===== src/logic/spi_cfg_pkg.sv =====
// SPI master configuration package
// frame and bus widths, register map and line-side types
package spi_cfg_pkg;

	// ========================================
	// widths
	// ========================================
	localparam int FRAME_W = 8;
	localparam int WORD_W  = 32;
	localparam int ADDR_W  = 5;
	localparam int BAUD_W  = 8;
	localparam int NUM_SS  = 4;

	typedef logic [FRAME_W-1:0]        frame_t;
	typedef logic [WORD_W-1:0]         word_t;
	typedef logic [ADDR_W-1:0]         addr_t;
	typedef logic [BAUD_W-1:0]         baud_t;
	typedef logic [$clog2(NUM_SS)-1:0] ss_sel_t;
	// one line per slave, low selects
	typedef logic [NUM_SS-1:0]         ss_n_t;

	// ========================================
	// register map, word index = paddr[4:2]
	// ========================================
	typedef logic [2:0] reg_idx_t;

	localparam reg_idx_t REG_CTRL   = 3'd0;
	localparam reg_idx_t REG_BAUD   = 3'd1;
	localparam reg_idx_t REG_STATUS = 3'd2;
	localparam reg_idx_t REG_TXDATA = 3'd3;
	localparam reg_idx_t REG_RXDATA = 3'd4;

	// ctrl bit positions
	localparam int CTRL_EN   = 0;
	localparam int CTRL_CPOL = 1;
	localparam int CTRL_CPHA = 2;
	localparam int CTRL_SRST = 3;
	// slave index occupies 5:4
	localparam int CTRL_SS   = 4;

	// line configuration handed to the engine
	typedef struct packed {
		logic    cpol;
		logic    cpha;
		ss_sel_t ss_sel;
		logic    enable;
	} spi_mode_t;

endpackage


===== src/logic/spi_bus_pkg.sv =====
// SPI master bus-side package
// APB request/response structs, FIFO status and the STATUS register layout
package spi_bus_pkg;

	// widest level, covers depth 16
	localparam int LVL_W  = 5;
	localparam int STRB_W = 4;

	// ========================================
	// APB
	// ========================================
	typedef struct packed {
		logic                psel;
		logic                penable;
		logic                pwrite;
		spi_cfg_pkg::addr_t  paddr;
		spi_cfg_pkg::word_t  pwdata;
		logic [STRB_W-1:0]   pstrb;
	} apb_req_t;

	// pready tied high in the slave
	typedef struct packed {
		spi_cfg_pkg::word_t  prdata;
		logic                pready;
		logic                pslverr;
	} apb_rsp_t;

	// fifo level and flags
	typedef struct packed {
		logic [LVL_W-1:0] level;
		logic             full;
		logic             empty;
	} fifo_stat_t;

	// STATUS word as seen by software
	typedef struct packed {
		logic [9:0]       rsvd_hi;
		logic             ovf;
		logic             busy;
		logic             rx_full;
		logic             rx_empty;
		logic             tx_full;
		logic             tx_empty;
		logic [2:0]       rsvd_rx;
		logic [LVL_W-1:0] rx_level;
		logic [2:0]       rsvd_tx;
		logic [LVL_W-1:0] tx_level;
	} status_t;

endpackage


===== src/logic/spi_apb_regs.sv =====
// APB register block of the SPI master
// decodes accesses with slave-error checking, holds CTRL and BAUD,
// the sticky overflow flag, builds STATUS and returns registered read data
module spi_apb_regs #(
	parameter int FIFO_DEPTH = 8
) (
	input  logic                    pclk,
	input  logic                    preset_n,
	input  spi_bus_pkg::apb_req_t   apb_req,
	input  spi_bus_pkg::fifo_stat_t tx_stat,
	input  spi_bus_pkg::fifo_stat_t rx_stat,
	input  spi_cfg_pkg::frame_t     rx_head,
	input  logic                    busy,
	input  logic                    overflow,
	output spi_bus_pkg::apb_rsp_t   apb_rsp,
	output spi_cfg_pkg::spi_mode_t  mode,
	output spi_cfg_pkg::baud_t      baud,
	output logic                    soft_rst,
	output logic                    tx_push,
	output spi_cfg_pkg::frame_t     tx_data,
	output logic                    rx_pop
);
	import spi_cfg_pkg::*;
	import spi_bus_pkg::*;

	reg_idx_t  idx;
	logic      setup_ph;
	logic      access_ph;
	logic      err;
	logic      wr_ok;
	logic      rd_ok;
	word_t     rd_word;
	status_t   status;
	spi_mode_t mode_q;
	baud_t     baud_q;
	logic      srst_q;
	logic      ovf_q;
	word_t     prdata_q;
	logic      pslverr_q;

	// ========================================
	// decode
	// ========================================
	assign idx       = apb_req.paddr[ADDR_W-1:2];
	assign setup_ph  = apb_req.psel && !apb_req.penable;
	assign access_ph = apb_req.psel && apb_req.penable;

	// misaligned, unmapped, partial write, write to read-only
	always_comb
	begin
		err = 1'b0;
		if (apb_req.paddr[1:0] != 2'b00)
			err = 1'b1;
		if (idx > REG_RXDATA)
			err = 1'b1;
		if (apb_req.pwrite && !(&apb_req.pstrb))
			err = 1'b1;
		if (apb_req.pwrite && (idx == REG_STATUS || idx == REG_RXDATA))
			err = 1'b1;
	end

	assign wr_ok = access_ph && apb_req.pwrite && !err;
	assign rd_ok = access_ph && !apb_req.pwrite && !err;

	// full tx fifo silently drops the write
	assign tx_push = wr_ok && (idx == REG_TXDATA) && !tx_stat.full;
	assign tx_data = apb_req.pwdata[FRAME_W-1:0];
	assign rx_pop  = rd_ok && (idx == REG_RXDATA) && !rx_stat.empty;

	// ========================================
	// control, baud, overflow
	// ========================================
	always_ff @(posedge pclk or negedge preset_n)
	begin
		if (!preset_n)
		begin
			mode_q <= '0;
			baud_q <= '0;
			srst_q <= 1'b0;
		end
		else if (wr_ok && idx == REG_CTRL)
		begin
			mode_q.enable <= apb_req.pwdata[CTRL_EN];
			mode_q.cpol   <= apb_req.pwdata[CTRL_CPOL];
			mode_q.cpha   <= apb_req.pwdata[CTRL_CPHA];
			mode_q.ss_sel <= apb_req.pwdata[CTRL_SS +: $bits(ss_sel_t)];
			srst_q        <= apb_req.pwdata[CTRL_SRST];
		end
		else if (wr_ok && idx == REG_BAUD)
			baud_q <= apb_req.pwdata[BAUD_W-1:0];
	end

	// sticky until soft reset
	always_ff @(posedge pclk or negedge preset_n)
	begin
		if (!preset_n)
			ovf_q <= 1'b0;
		else if (srst_q)
			ovf_q <= 1'b0;
		else if (overflow)
			ovf_q <= 1'b1;
	end

	assign mode     = mode_q;
	assign baud     = baud_q;
	assign soft_rst = srst_q;

	// ========================================
	// status and read mux
	// ========================================
	always_comb
	begin
		status          = '0;
		status.tx_level = tx_stat.level;
		status.rx_level = rx_stat.level;
		status.tx_empty = tx_stat.empty;
		status.tx_full  = tx_stat.full;
		status.rx_empty = rx_stat.empty;
		status.rx_full  = rx_stat.full;
		status.busy     = busy;
		status.ovf      = ovf_q;
	end

	// TXDATA and empty RXDATA read back zero
	always_comb
	begin
		rd_word = '0;
		case (idx)
			REG_CTRL:
			begin
				rd_word[CTRL_EN]   = mode_q.enable;
				rd_word[CTRL_CPOL] = mode_q.cpol;
				rd_word[CTRL_CPHA] = mode_q.cpha;
				rd_word[CTRL_SRST] = srst_q;
				rd_word[CTRL_SS +: $bits(ss_sel_t)] = mode_q.ss_sel;
			end
			REG_BAUD:
				rd_word[BAUD_W-1:0] = baud_q;
			REG_STATUS:
				rd_word = status;
			REG_RXDATA:
			begin
				if (!rx_stat.empty)
					rd_word[FRAME_W-1:0] = rx_head;
			end
			default:
				rd_word = '0;
		endcase
	end

	// response captured at the setup edge, valid during access
	always_ff @(posedge pclk or negedge preset_n)
	begin
		if (!preset_n)
			pslverr_q <= 1'b0;
		else
			pslverr_q <= setup_ph && err;
	end

	always_ff @(posedge pclk)
	begin
		if (setup_ph && !apb_req.pwrite)
			prdata_q <= err ? '0 : rd_word;
	end

	assign apb_rsp.prdata  = prdata_q;
	assign apb_rsp.pready  = 1'b1;
	assign apb_rsp.pslverr = pslverr_q;

	// fifo side effects only in an access phase that followed its setup
	a_access_only: assert property (@(posedge pclk) disable iff (!preset_n)
		(tx_push || rx_pop) |-> apb_req.penable && $past(setup_ph))
		else $error("spi_apb_regs: fifo strobe outside access phase");

	// levels from both fifos stay within the configured depth
	a_level_range: assert property (@(posedge pclk) disable iff (!preset_n)
		(tx_stat.level <= FIFO_DEPTH) && (rx_stat.level <= FIFO_DEPTH))
		else $error("spi_apb_regs: fifo level above depth");

endmodule


===== src/logic/spi_master_engine.sv =====
// SPI master frame engine
// pops a frame, drives sclk from the baud divider in any CPOL/CPHA mode,
// shifts mosi/miso MSB first and pushes the received frame
module spi_master_engine (
	input  logic                    pclk,
	input  logic                    preset_n,
	input  spi_cfg_pkg::spi_mode_t  mode,
	input  spi_cfg_pkg::baud_t      baud,
	input  logic                    abort,
	input  spi_bus_pkg::fifo_stat_t tx_stat,
	input  spi_cfg_pkg::frame_t     tx_head,
	input  logic                    rx_full,
	input  logic                    miso,
	output logic                    tx_pop,
	output logic                    rx_push,
	output spi_cfg_pkg::frame_t     rx_data,
	output logic                    busy,
	output logic                    overflow,
	output logic                    sclk,
	output logic                    mosi,
	output spi_cfg_pkg::ss_n_t      ss_n
);
	import spi_cfg_pkg::*;

	// two sclk edges per bit
	localparam int EDGES = 2 * FRAME_W;
	localparam int EW    = $clog2(EDGES);
	localparam logic [EW-1:0] LAST_EDGE = EW'(EDGES - 1);

	typedef enum logic [1:0] {
		IDLE,
		SHIFT,
		LEAD_OUT
	} state_t;

	state_t        state;
	baud_t         div_cnt;
	logic [EW-1:0] edge_cnt;
	frame_t        tx_sr;
	frame_t        rx_sr;
	logic          start;
	logic          tick;
	logic          lead;
	logic          sample_now;
	logic          drive_now;

	// ========================================
	// timing
	// ========================================
	assign start = (state == IDLE) && mode.enable && !abort && !tx_stat.empty;
	// end of a half-period, baud+1 pclk long
	assign tick  = (div_cnt == baud);
	// even edge count -> next edge leaves idle level
	assign lead  = !edge_cnt[0];
	// cpha 0 samples leading, cpha 1 samples trailing
	assign sample_now = (state == SHIFT) && tick && (lead != mode.cpha);
	assign drive_now  = (state == SHIFT) && tick && (lead == mode.cpha);

	always_ff @(posedge pclk or negedge preset_n)
	begin
		if (!preset_n)
		begin
			state    <= IDLE;
			div_cnt  <= '0;
			edge_cnt <= '0;
			sclk     <= 1'b0;
			mosi     <= 1'b0;
			ss_n     <= '1;
			rx_push  <= 1'b0;
			overflow <= 1'b0;
		end
		else
		begin
			rx_push  <= 1'b0;
			overflow <= 1'b0;
			if (abort)
			begin
				state <= IDLE;
				sclk  <= mode.cpol;
				mosi  <= 1'b0;
				ss_n  <= '1;
			end
			else
			begin
				case (state)
					IDLE:
					begin
						sclk <= mode.cpol;
						if (start)
						begin
							state    <= SHIFT;
							div_cnt  <= '0;
							edge_cnt <= '0;
							ss_n     <= ~(ss_n_t'(1) << mode.ss_sel);
							// cpha 0 puts the msb out before the first edge
							mosi     <= mode.cpha ? 1'b0 : tx_head[FRAME_W-1];
						end
					end
					SHIFT:
					begin
						if (tick)
						begin
							div_cnt  <= '0;
							sclk     <= !sclk;
							edge_cnt <= edge_cnt + 1'b1;
							if (edge_cnt == LAST_EDGE)
								state <= LEAD_OUT;
						end
						else
							div_cnt <= div_cnt + 1'b1;
						if (drive_now)
							mosi <= tx_sr[FRAME_W-1];
					end
					LEAD_OUT:
					begin
						// one half-period hold, then deselect and hand over
						if (tick)
						begin
							state    <= IDLE;
							div_cnt  <= '0;
							ss_n     <= '1;
							mosi     <= 1'b0;
							rx_push  <= !rx_full;
							overflow <= rx_full;
						end
						else
							div_cnt <= div_cnt + 1'b1;
					end
					default:
						state <= IDLE;
				endcase
			end
		end
	end

	// ========================================
	// shift registers
	// ========================================
	always_ff @(posedge pclk)
	begin
		if (start)
			tx_sr <= mode.cpha ? tx_head : (tx_head << 1);
		else if (drive_now)
			tx_sr <= tx_sr << 1;
		if (sample_now)
			rx_sr <= {rx_sr[FRAME_W-2:0], miso};
	end

	assign tx_pop  = start;
	assign rx_data = rx_sr;
	assign busy    = (state != IDLE);

	// never more than one slave selected
	a_one_select: assert property (@(posedge pclk) disable iff (!preset_n)
		$onehot0(~ss_n))
		else $error("spi_master_engine: several ss_n low");

	a_pop_nonempty: assert property (@(posedge pclk) disable iff (!preset_n)
		tx_pop |-> !tx_stat.empty)
		else $error("spi_master_engine: pop from empty tx fifo");

endmodule


===== src/logic/spi_sync_fifo.sv =====
// synchronous frame FIFO for the SPI master
// register array with first-word fall-through head,
// level, full and empty derived from wrapping pointers
module spi_sync_fifo #(
	parameter int FIFO_DEPTH = 8
) (
	input  logic                    pclk,
	input  logic                    preset_n,
	input  logic                    clear,
	input  logic                    push,
	input  spi_cfg_pkg::frame_t     push_data,
	input  logic                    pop,
	output spi_cfg_pkg::frame_t     pop_data,
	output spi_bus_pkg::fifo_stat_t stat
);
	import spi_cfg_pkg::*;
	import spi_bus_pkg::*;

	localparam int AW = $clog2(FIFO_DEPTH);

	// ========================================
	// pointers and storage
	// ========================================
	// extra msb on each pointer tells full from empty
	logic [AW:0] wr_ptr;
	logic [AW:0] rd_ptr;
	logic [AW:0] count;
	logic        wr_en;
	logic        rd_en;
	frame_t      mem [FIFO_DEPTH];

	// push on full / pop on empty dropped here
	assign wr_en = push && !stat.full;
	assign rd_en = pop && !stat.empty;

	always_ff @(posedge pclk or negedge preset_n)
	begin
		if (!preset_n)
		begin
			wr_ptr <= '0;
			rd_ptr <= '0;
		end
		else if (clear)
		begin
			// clear beats push and pop
			wr_ptr <= '0;
			rd_ptr <= '0;
		end
		else
		begin
			if (wr_en)
				wr_ptr <= wr_ptr + 1'b1;
			if (rd_en)
				rd_ptr <= rd_ptr + 1'b1;
		end
	end

	always_ff @(posedge pclk)
	begin
		if (wr_en)
			mem[wr_ptr[AW-1:0]] <= push_data;
	end

	// head visible without a read cycle
	assign pop_data = mem[rd_ptr[AW-1:0]];

	// ========================================
	// status
	// ========================================
	assign count      = wr_ptr - rd_ptr;
	assign stat.level = LVL_W'(count);
	assign stat.full  = (count == (AW+1)'(FIFO_DEPTH));
	assign stat.empty = (count == '0);

	// producers check full before pushing
	a_no_push_full: assert property (@(posedge pclk) disable iff (!preset_n)
		push |-> !stat.full)
		else $error("spi_sync_fifo: push while full");

endmodule


===== src/logic/spi_top.sv =====
// SPI master top level
// APB register block, transmit and receive FIFOs and the master engine
module spi_top #(
	parameter int FIFO_DEPTH = 8
) (
	input  logic                  pclk,
	input  logic                  preset_n,
	input  spi_bus_pkg::apb_req_t apb_req,
	input  logic                  miso,
	output spi_bus_pkg::apb_rsp_t apb_rsp,
	output logic                  sclk,
	output logic                  mosi,
	output spi_cfg_pkg::ss_n_t    ss_n
);
	import spi_cfg_pkg::*;
	import spi_bus_pkg::*;

	// fifo side
	fifo_stat_t tx_stat;
	fifo_stat_t rx_stat;
	frame_t     tx_head;
	frame_t     rx_head;
	frame_t     tx_data;
	frame_t     rx_data;
	logic       tx_push;
	logic       tx_pop;
	logic       rx_push;
	logic       rx_pop;
	// configuration and engine status
	spi_mode_t  mode;
	baud_t      baud;
	logic       soft_rst;
	logic       busy;
	logic       overflow;

	// ========================================
	// bus side
	// ========================================
	spi_apb_regs #(
		.FIFO_DEPTH(FIFO_DEPTH)
	) regs_i (
		.pclk(pclk),
		.preset_n(preset_n),
		.apb_req(apb_req),
		.tx_stat(tx_stat),
		.rx_stat(rx_stat),
		.rx_head(rx_head),
		.busy(busy),
		.overflow(overflow),
		.apb_rsp(apb_rsp),
		.mode(mode),
		.baud(baud),
		.soft_rst(soft_rst),
		.tx_push(tx_push),
		.tx_data(tx_data),
		.rx_pop(rx_pop)
	);

	// software to line
	spi_sync_fifo #(
		.FIFO_DEPTH(FIFO_DEPTH)
	) tx_fifo (
		.pclk(pclk),
		.preset_n(preset_n),
		.clear(soft_rst),
		.push(tx_push),
		.push_data(tx_data),
		.pop(tx_pop),
		.pop_data(tx_head),
		.stat(tx_stat)
	);

	// line to software
	spi_sync_fifo #(
		.FIFO_DEPTH(FIFO_DEPTH)
	) rx_fifo (
		.pclk(pclk),
		.preset_n(preset_n),
		.clear(soft_rst),
		.push(rx_push),
		.push_data(rx_data),
		.pop(rx_pop),
		.pop_data(rx_head),
		.stat(rx_stat)
	);

	// ========================================
	// line side
	// ========================================
	spi_master_engine engine_i (
		.pclk(pclk),
		.preset_n(preset_n),
		.mode(mode),
		.baud(baud),
		.abort(soft_rst),
		.tx_stat(tx_stat),
		.tx_head(tx_head),
		.rx_full(rx_stat.full),
		.miso(miso),
		.tx_pop(tx_pop),
		.rx_push(rx_push),
		.rx_data(rx_data),
		.busy(busy),
		.overflow(overflow),
		.sclk(sclk),
		.mosi(mosi),
		.ss_n(ss_n)
	);

endmodule


===== config.mk =====
export PLATFORM = sky130hd
export DESIGN_NAME = spi_top
export DESIGN_NICKNAME = d
export VERILOG_FILES = /design/src/logic/spi_cfg_pkg.sv /design/src/logic/spi_bus_pkg.sv /design/src/logic/spi_apb_regs.sv /design/src/logic/spi_master_engine.sv /design/src/logic/spi_sync_fifo.sv /design/src/logic/spi_top.sv
export SDC_FILE = /design/constraint.sdc
export NUM_CORES = 1
export LEC_CHECK = 0
export BUFFER_PORTS_ARGS = -buffer_cell sky130_fd_sc_hd__buf_2
export CELL_PAD_IN_SITES_DETAIL_PLACEMENT = 1
export CELL_PAD_IN_SITES_GLOBAL_PLACEMENT = 1
export CORE_UTILIZATION = 36
export DETAILED_ROUTE_END_ITERATION = 8
export HOLD_SLACK_MARGIN = 0.15
export PLACE_DENSITY = 0.72
export SYNTH_ARGS = -nofsm -noshare
export SYNTH_HDL_FRONTEND = slang
export SYNTH_HIERARCHICAL = 1
export SYNTH_SLANG_ARGS = --single-unit

===== constraint.sdc =====
create_clock -name pclk -period 5.4 [get_ports pclk]
set_input_delay 0.27 -clock pclk [delete_from_list [all_inputs] [get_ports pclk]]
set_output_delay 0.27 -clock pclk [all_outputs]
set_load 0.005 [all_outputs]

* After elaboration in Yosys (flattened, before gate mapping)
Memory sizes are Yosys's and may differ from the RTL's.
Index checks and enable logic that the tools add are counted.
** Word-level totals
- Register bits after elaboration :: 102
- Memory bits (writable) :: 128
- Bits of input ports :: 47
- Output and inout port bits :: 40
- Logic and storage cells :: 179
- Memories kept :: 2
** Memory list
- rx_fifo.mem :: depth 8, bits a word 8, rd ports 1, clocked after memory_dff 0, write ports 1, RTL line spi_sync_fifo.sv:30 : frame_t mem [FIFO_DEPTH];
- tx_fifo.mem :: depth 8, bits a word 8, rd ports 1, clocked after memory_dff 0, write ports 1, RTL line spi_sync_fifo.sv:30
** Operators by class
- $add $sub $neg :: 8
- $lt $le $gt $ge :: 1
- Equal/unequal tests :: 19
- Shifts and indexed selects :: 1
- Mux-type cells :: 55
- Bitwise operators :: 4
- Reductions and logical operators :: 65
** Operator list (number)
- $mux 4 :: 13
- $mux 8 :: 6
- $logic_and 1x1->1 :: 26
- $pmux 6 s4 :: 1
- $mux 1 :: 23
- $add 4x1->4 const B :: 5
- $reduce_bool 2->1 :: 10
- $pmux 4 s2 :: 2
- $pmux 8 s2 :: 1
- $reduce_and 4->1 :: 4
- $eq 4x4->1 const B :: 3
- $logic_not 1->1 :: 11
- $mux 2 :: 5
- $ne 3x2->1 const B :: 3
- $add 8x1->8 const B :: 1
- $eq 8x8->1 :: 1
- $logic_not 4->1 :: 2
- $sub 4x4->4 :: 2
- $eq 3x2->1 const B :: 2
- $ne 3x3->1 const B :: 2
- $pmux 2 s3 :: 1
- $reduce_and 3->1 :: 2
- $reduce_bool 3->1 :: 2
- $not 4->4 :: 1
- other kinds (20) :: 24

* Logic depth before layout (Yosys ltp)
- Depth after elaboration :: 12
- Depth in mapped cells :: 16
- Depth with buffers taken out :: 14

* Cells and area by module
The synthesis kept the hierarchy.
** By module, submodules not included
- spi_sync_fifo at rx_fifo :: instances 1, cells each 189, area each 3111.7 µm², seq. area each 2122.0 µm²
- spi_sync_fifo at tx_fifo :: instances 1, cells each 189, area each 3099.2 µm², seq. area each 2122.0 µm²
- spi_master_engine :: instances 1, cells each 184, area each 1990.7 µm², seq. area each 1036.0 µm²
- spi_apb_regs :: instances 1, cells each 161, area each 1866.8 µm², seq. area each 970.9 µm²

* Worst setup path before layout
OpenSTA, ideal clock, no wires.
- Path kind :: register -> register
- Start :: register tx_fifo.rd_ptr[1]
- End :: memory tx_fifo/mem[0][0] (netlist name) (enable)
- Setup time :: 0.395 ns
- Arrival time :: 3.497 ns
- Required time :: 5.005 ns
- Setup slack :: 1.508 ns
- Cell stages (with the launch flop) :: 12
- Path buffers :: 2
- Period minus slack after synthesis :: 3.892 ns
- Cell sequence :: dfrtp_1 clkbuf_1 clkbuf_1 inv_1 fa_1 xor2_1 or3_1 a21oi_4 nand3b_1 nor4_1 nand2b_1 nor4_1
** RTL lines
- start, declared :: RTL line spi_sync_fifo.sv:26 : logic [AW:0] rd_ptr;
- start signal, assigned :: RTL line spi_sync_fifo.sv:54 : rd_ptr <= rd_ptr + 1'b1;
- end, declared :: RTL line spi_sync_fifo.sv:30

==> results.toml <==
[run_status]
status = "finished, final reports clean"

[finish]
utilization_pct = 42.4
layoutNonFillerInstCount = 1175
nets = 849
drive_gt1_share_pct = 22.5
areaGrowthSynthToFinish_pct = 14.4
n_fill_cell = 2843

[job]
maxCapViolations = 0

[worst_hold_path]
hold_path_startpoint = "apb_req[41]"
hold_path.class = "in2reg"

[die]
die_h_um = 169
rows = 60
io-pin-count = 87
die_area_um2 = 28600
initial_core_util_pct = 37.0
coreArea_um2 = 27200
die_w_um = 169

[detailed_routing]
via_per_inst = 5.04
vias = 5919
wl_per_cell_um = 19.6
ant_nets = 0
drt_iter0_drc = 468
drcViolationCount = 0
drt_first_pass_iters = 4
routed_wirelength_um = 23000

[synth]
synthFlopType = "edfxtp_1"
yosys_warnings = 6
synthArstFlopShare_pct = 24.9
synthesis.area_um2 = 10100
synth.distinct_cells = 71
synthCells = 723
avgSynthCellArea_um2 = 13.9
ys_ff_latch = 217
synth_edf_count = 163
ys_seq_area_share_pct = 62.1

[critical_path]
crit_required_ns = 5.52
worst_r2r_endpoint = "tx_fifo/mem[7][4]$_DFFE_PP_"
reg2reg_depth = 9
endpoint = "tx_fifo/mem[7][4]$_DFFE_PP_"
cp_max_fo = 11
critPathCaptureType = "flip-flop"
r2r_start = "tx_fifo/rd_ptr[2]$_DFFE_PN0P_"
reg2reg_slack_ns = 1.29
worstSetupStartpoint = "tx_fifo/rd_ptr[2]$_DFFE_PN0P_"
setup.worst_path.class = "reg2reg"
cp-start-kind = "flip-flop"
arrival_ns = 4.24

[global_routing]
grt_max_degree = 55
grt_overflow = 0
grt_pass1_wl_um = 36500
grt_util_all_layers_pct = 16.7
antenna_found_initial = 2
grt_pass1_vias = 6326

[sta]
hold_violations = 0
fin_worst_skew_ns = 0.0136
relSlewSlack_pct = 21.6
period_share_pct = 76.2
setup_viol = 0
grt_setup_unrepaired = "false"
fin_crit_ns = 4.11
whs_ns = 0.326
finalMaxSlewViolations = 0
setup_tns_ns = 0
worst_slew_pin_slew_ns = 1.17
fmax_mhz = 243

[clock_network]
tritoncts = "done"
cts_sinks = 217
numCtsBuffers = 24
cts-root-buf = "clkbuf_16"
clockBufferDepth = 3
clk_latency_ns = 0.51
clkTransAtPathRegs_ns = 0.06
post_cts_resized = 0
htreeDepth = 1

[place]
portBuffers = 48
place_hpwl_um = 15500
place_congestion = 0.781
placed_cells = 1116

[pwr]
p_total_mw = 4.16
pwr_density_cell_nw_per_um2 = 361
peakVddDrop_v = 0.000301
power_leakage_nw = 4.31
==> routing by layer <==
layer,vias up,share of wire [%],global-route usage (%)
met2,98,50,28.9
met1,3030,45,22.2
met5,-,0,0
met4,0,1.9,3.72
met3,29,3.3,2.36
li1,2762,-,-
==> per-stage QoR <==
stage	area, um^2	setup slack (ns)
6_report	11500	1.29
5_1_grt	11500	0.997
4_1_cts	11500	1.26
3_5_place_dp	10600	1.27
3_3_place_gp	10600	1.39
2_1_floorplan	10100	1.51
==> worst min-delay path by stage <==
stage | to | slack [ns] | depth (start not counted)
2_1_floorplan | engine_i/div_cnt[0]$_DFFE_PN0P_ | -0.03 | 0
3_3_place_gp | engine_i/rx_data[0]$_DFFE_PP_ | 0.45 | 1
3_5_place_dp | engine_i/rx_data[0]$_DFFE_PP_ | 0.45 | 1
4_1_cts | rx_fifo/rd_ptr[3]$_DFFE_PN0P_ | 0.30 | 5
5_1_grt | regs_i/prdata_q[6]$_SDFFCE_PP0P_ | 0.36 | 3
6_report | rx_fifo/rd_ptr[3]$_DFFE_PN0P_ | 0.33 | 5
==> cell families (layout without fill, tap and decap cells) <==
logic type	after synthesis	in the layout	synth area share (%)
AOI/OAI and AO/OA	86	86	5.84
muxes	64	64	10.7
DFF	217	217	62.1
buffers and inverters	80	146	4.39
xor gates and xnor gates	27	27	2.35
other	4	18	0.149
adders and majority gates	20	20	2.61
and+or+nand+nor	225	225	11.9
==> flip-flops by register name, summed over array words and instances, names as in the netlist <==
signal / cells
regs_i/pslverr_q: 1
engine_i/rx_data: 8
engine_i/div_cnt: 8
engine_i/sclk: 1
regs_i/ovf_q: 1
engine_i/edge_cnt: 4
engine_i/state: 2
regs_i/prdata_q: 19
tx_fifo/mem: 64
engine_i/rx_push: 1
rx_fifo/rd_ptr: 4
regs_i/mode: 5
tx_fifo/wr_ptr: 4
tx_fifo/rd_ptr: 4
regs_i/baud: 8
engine_i/tx_sr: 8
engine_i/overflow: 1
regs_i/soft_rst: 1
rx_fifo/wr_ptr: 4
rx_fifo/mem: 64
engine_i/mosi: 1
engine_i/ss_n: 4
==> cell usage in the layout (no fill, tap or decap), types with 4 or more instances in the layout <==
cell type	n
and4_1	4
and2_1	12
mux2i_1	11
a21o_1	6
xor2_1	20
mux2_2	19
nand3_1	11
o21ai_0	22
a21oi_1	24
dfrtp_1	50
clkbuf_1	4
dlygate4sd3_1	13
nand2b_1	14
a211oi_1	7
xnor2_1	7
mux4_2	32
nor3_1	9
nand2_1	84
or3_1	6
clkinv_1	8
clkbuf_16	25
inv_1	23
ha_1	17
buf_4	16
buf_2	48
nor4_1	9
dfstp_2	4
conb_1	16
edfxtp_1	163
nand3b_1	4
nor2_1	36
nand4_1	6
==> repair_timing <==
item / in CTS / in global routing
hold buffers: 13 / 0
endpoints found under the setup margin: 0 / 0
setup buffers: 0 / 0
endpoints found under the hold margin: 120 / 0
==> synthesized netlist by cell type, types with 5 or more instances <==
master	n	area share, %
edfxtp_1	163	49
nand2_1	84	3.1
dfrtp_1	50	12
nor2_1	37	1.4
mux4_2	32	7.2
buf_4	26	1.9
a21oi_1	24	1.2
inv_1	23	0.86
o21ai_0	22	1.1
xor2_1	20	1.7
clkbuf_1	19	0.71
mux2_2	19	2.1
ha_1	17	2.1
nand2b_1	14	0.87
and2_1	12	0.75
mux2i_1	11	1.1
nand3_1	11	0.55
nor3_1	10	0.50
nor4_1	9	0.56
a211oi_1	7	0.52
xnor2_1	7	0.61
a21o_1	6	0.45
nand4_1	6	0.37
or3_1	6	0.37
buf_2	5	0.25
==> area by class of cell <==
| cell class | count | area, um^2 | share of cell area, % |
|---|---|---|---|
| well taps | 372 | 465 | 4.04 |
| multi-input cells | 438 | 3450 | 29.9 |
| inverters | 25 | 93.8 | 0.815 |
| clock buffers | 32 | 682 | 5.92 |
| repair buffers | 77 | 490 | 4.26 |
| clock inverters | 12 | 82.6 | 0.717 |
| diodes | 2 | 5.00 | 0.0435 |
| flip-flops and latches | 217 | 6250 | 54.3 |
==> where the power goes <==
group / switching, mW / internal (mW)
clock network: 0.648 / 0.931
registers: 0.0883 / 1.94
logic: 0.349 / 0.206
total: 1.09 / 3.07
==> worst max-delay path, cell delays in order (launching register included) <==
cell	delay, ns
dfrtp_1	0.61
inv_1	0.32
ha_1	0.40
and3b_1	0.21
o21ai_2	0.28
a21oi_4	0.15
nand3b_1	0.18
nor4_1	0.52
nand4_1	0.24
nor2_1	0.79
(Power assumes the default switching activity.)
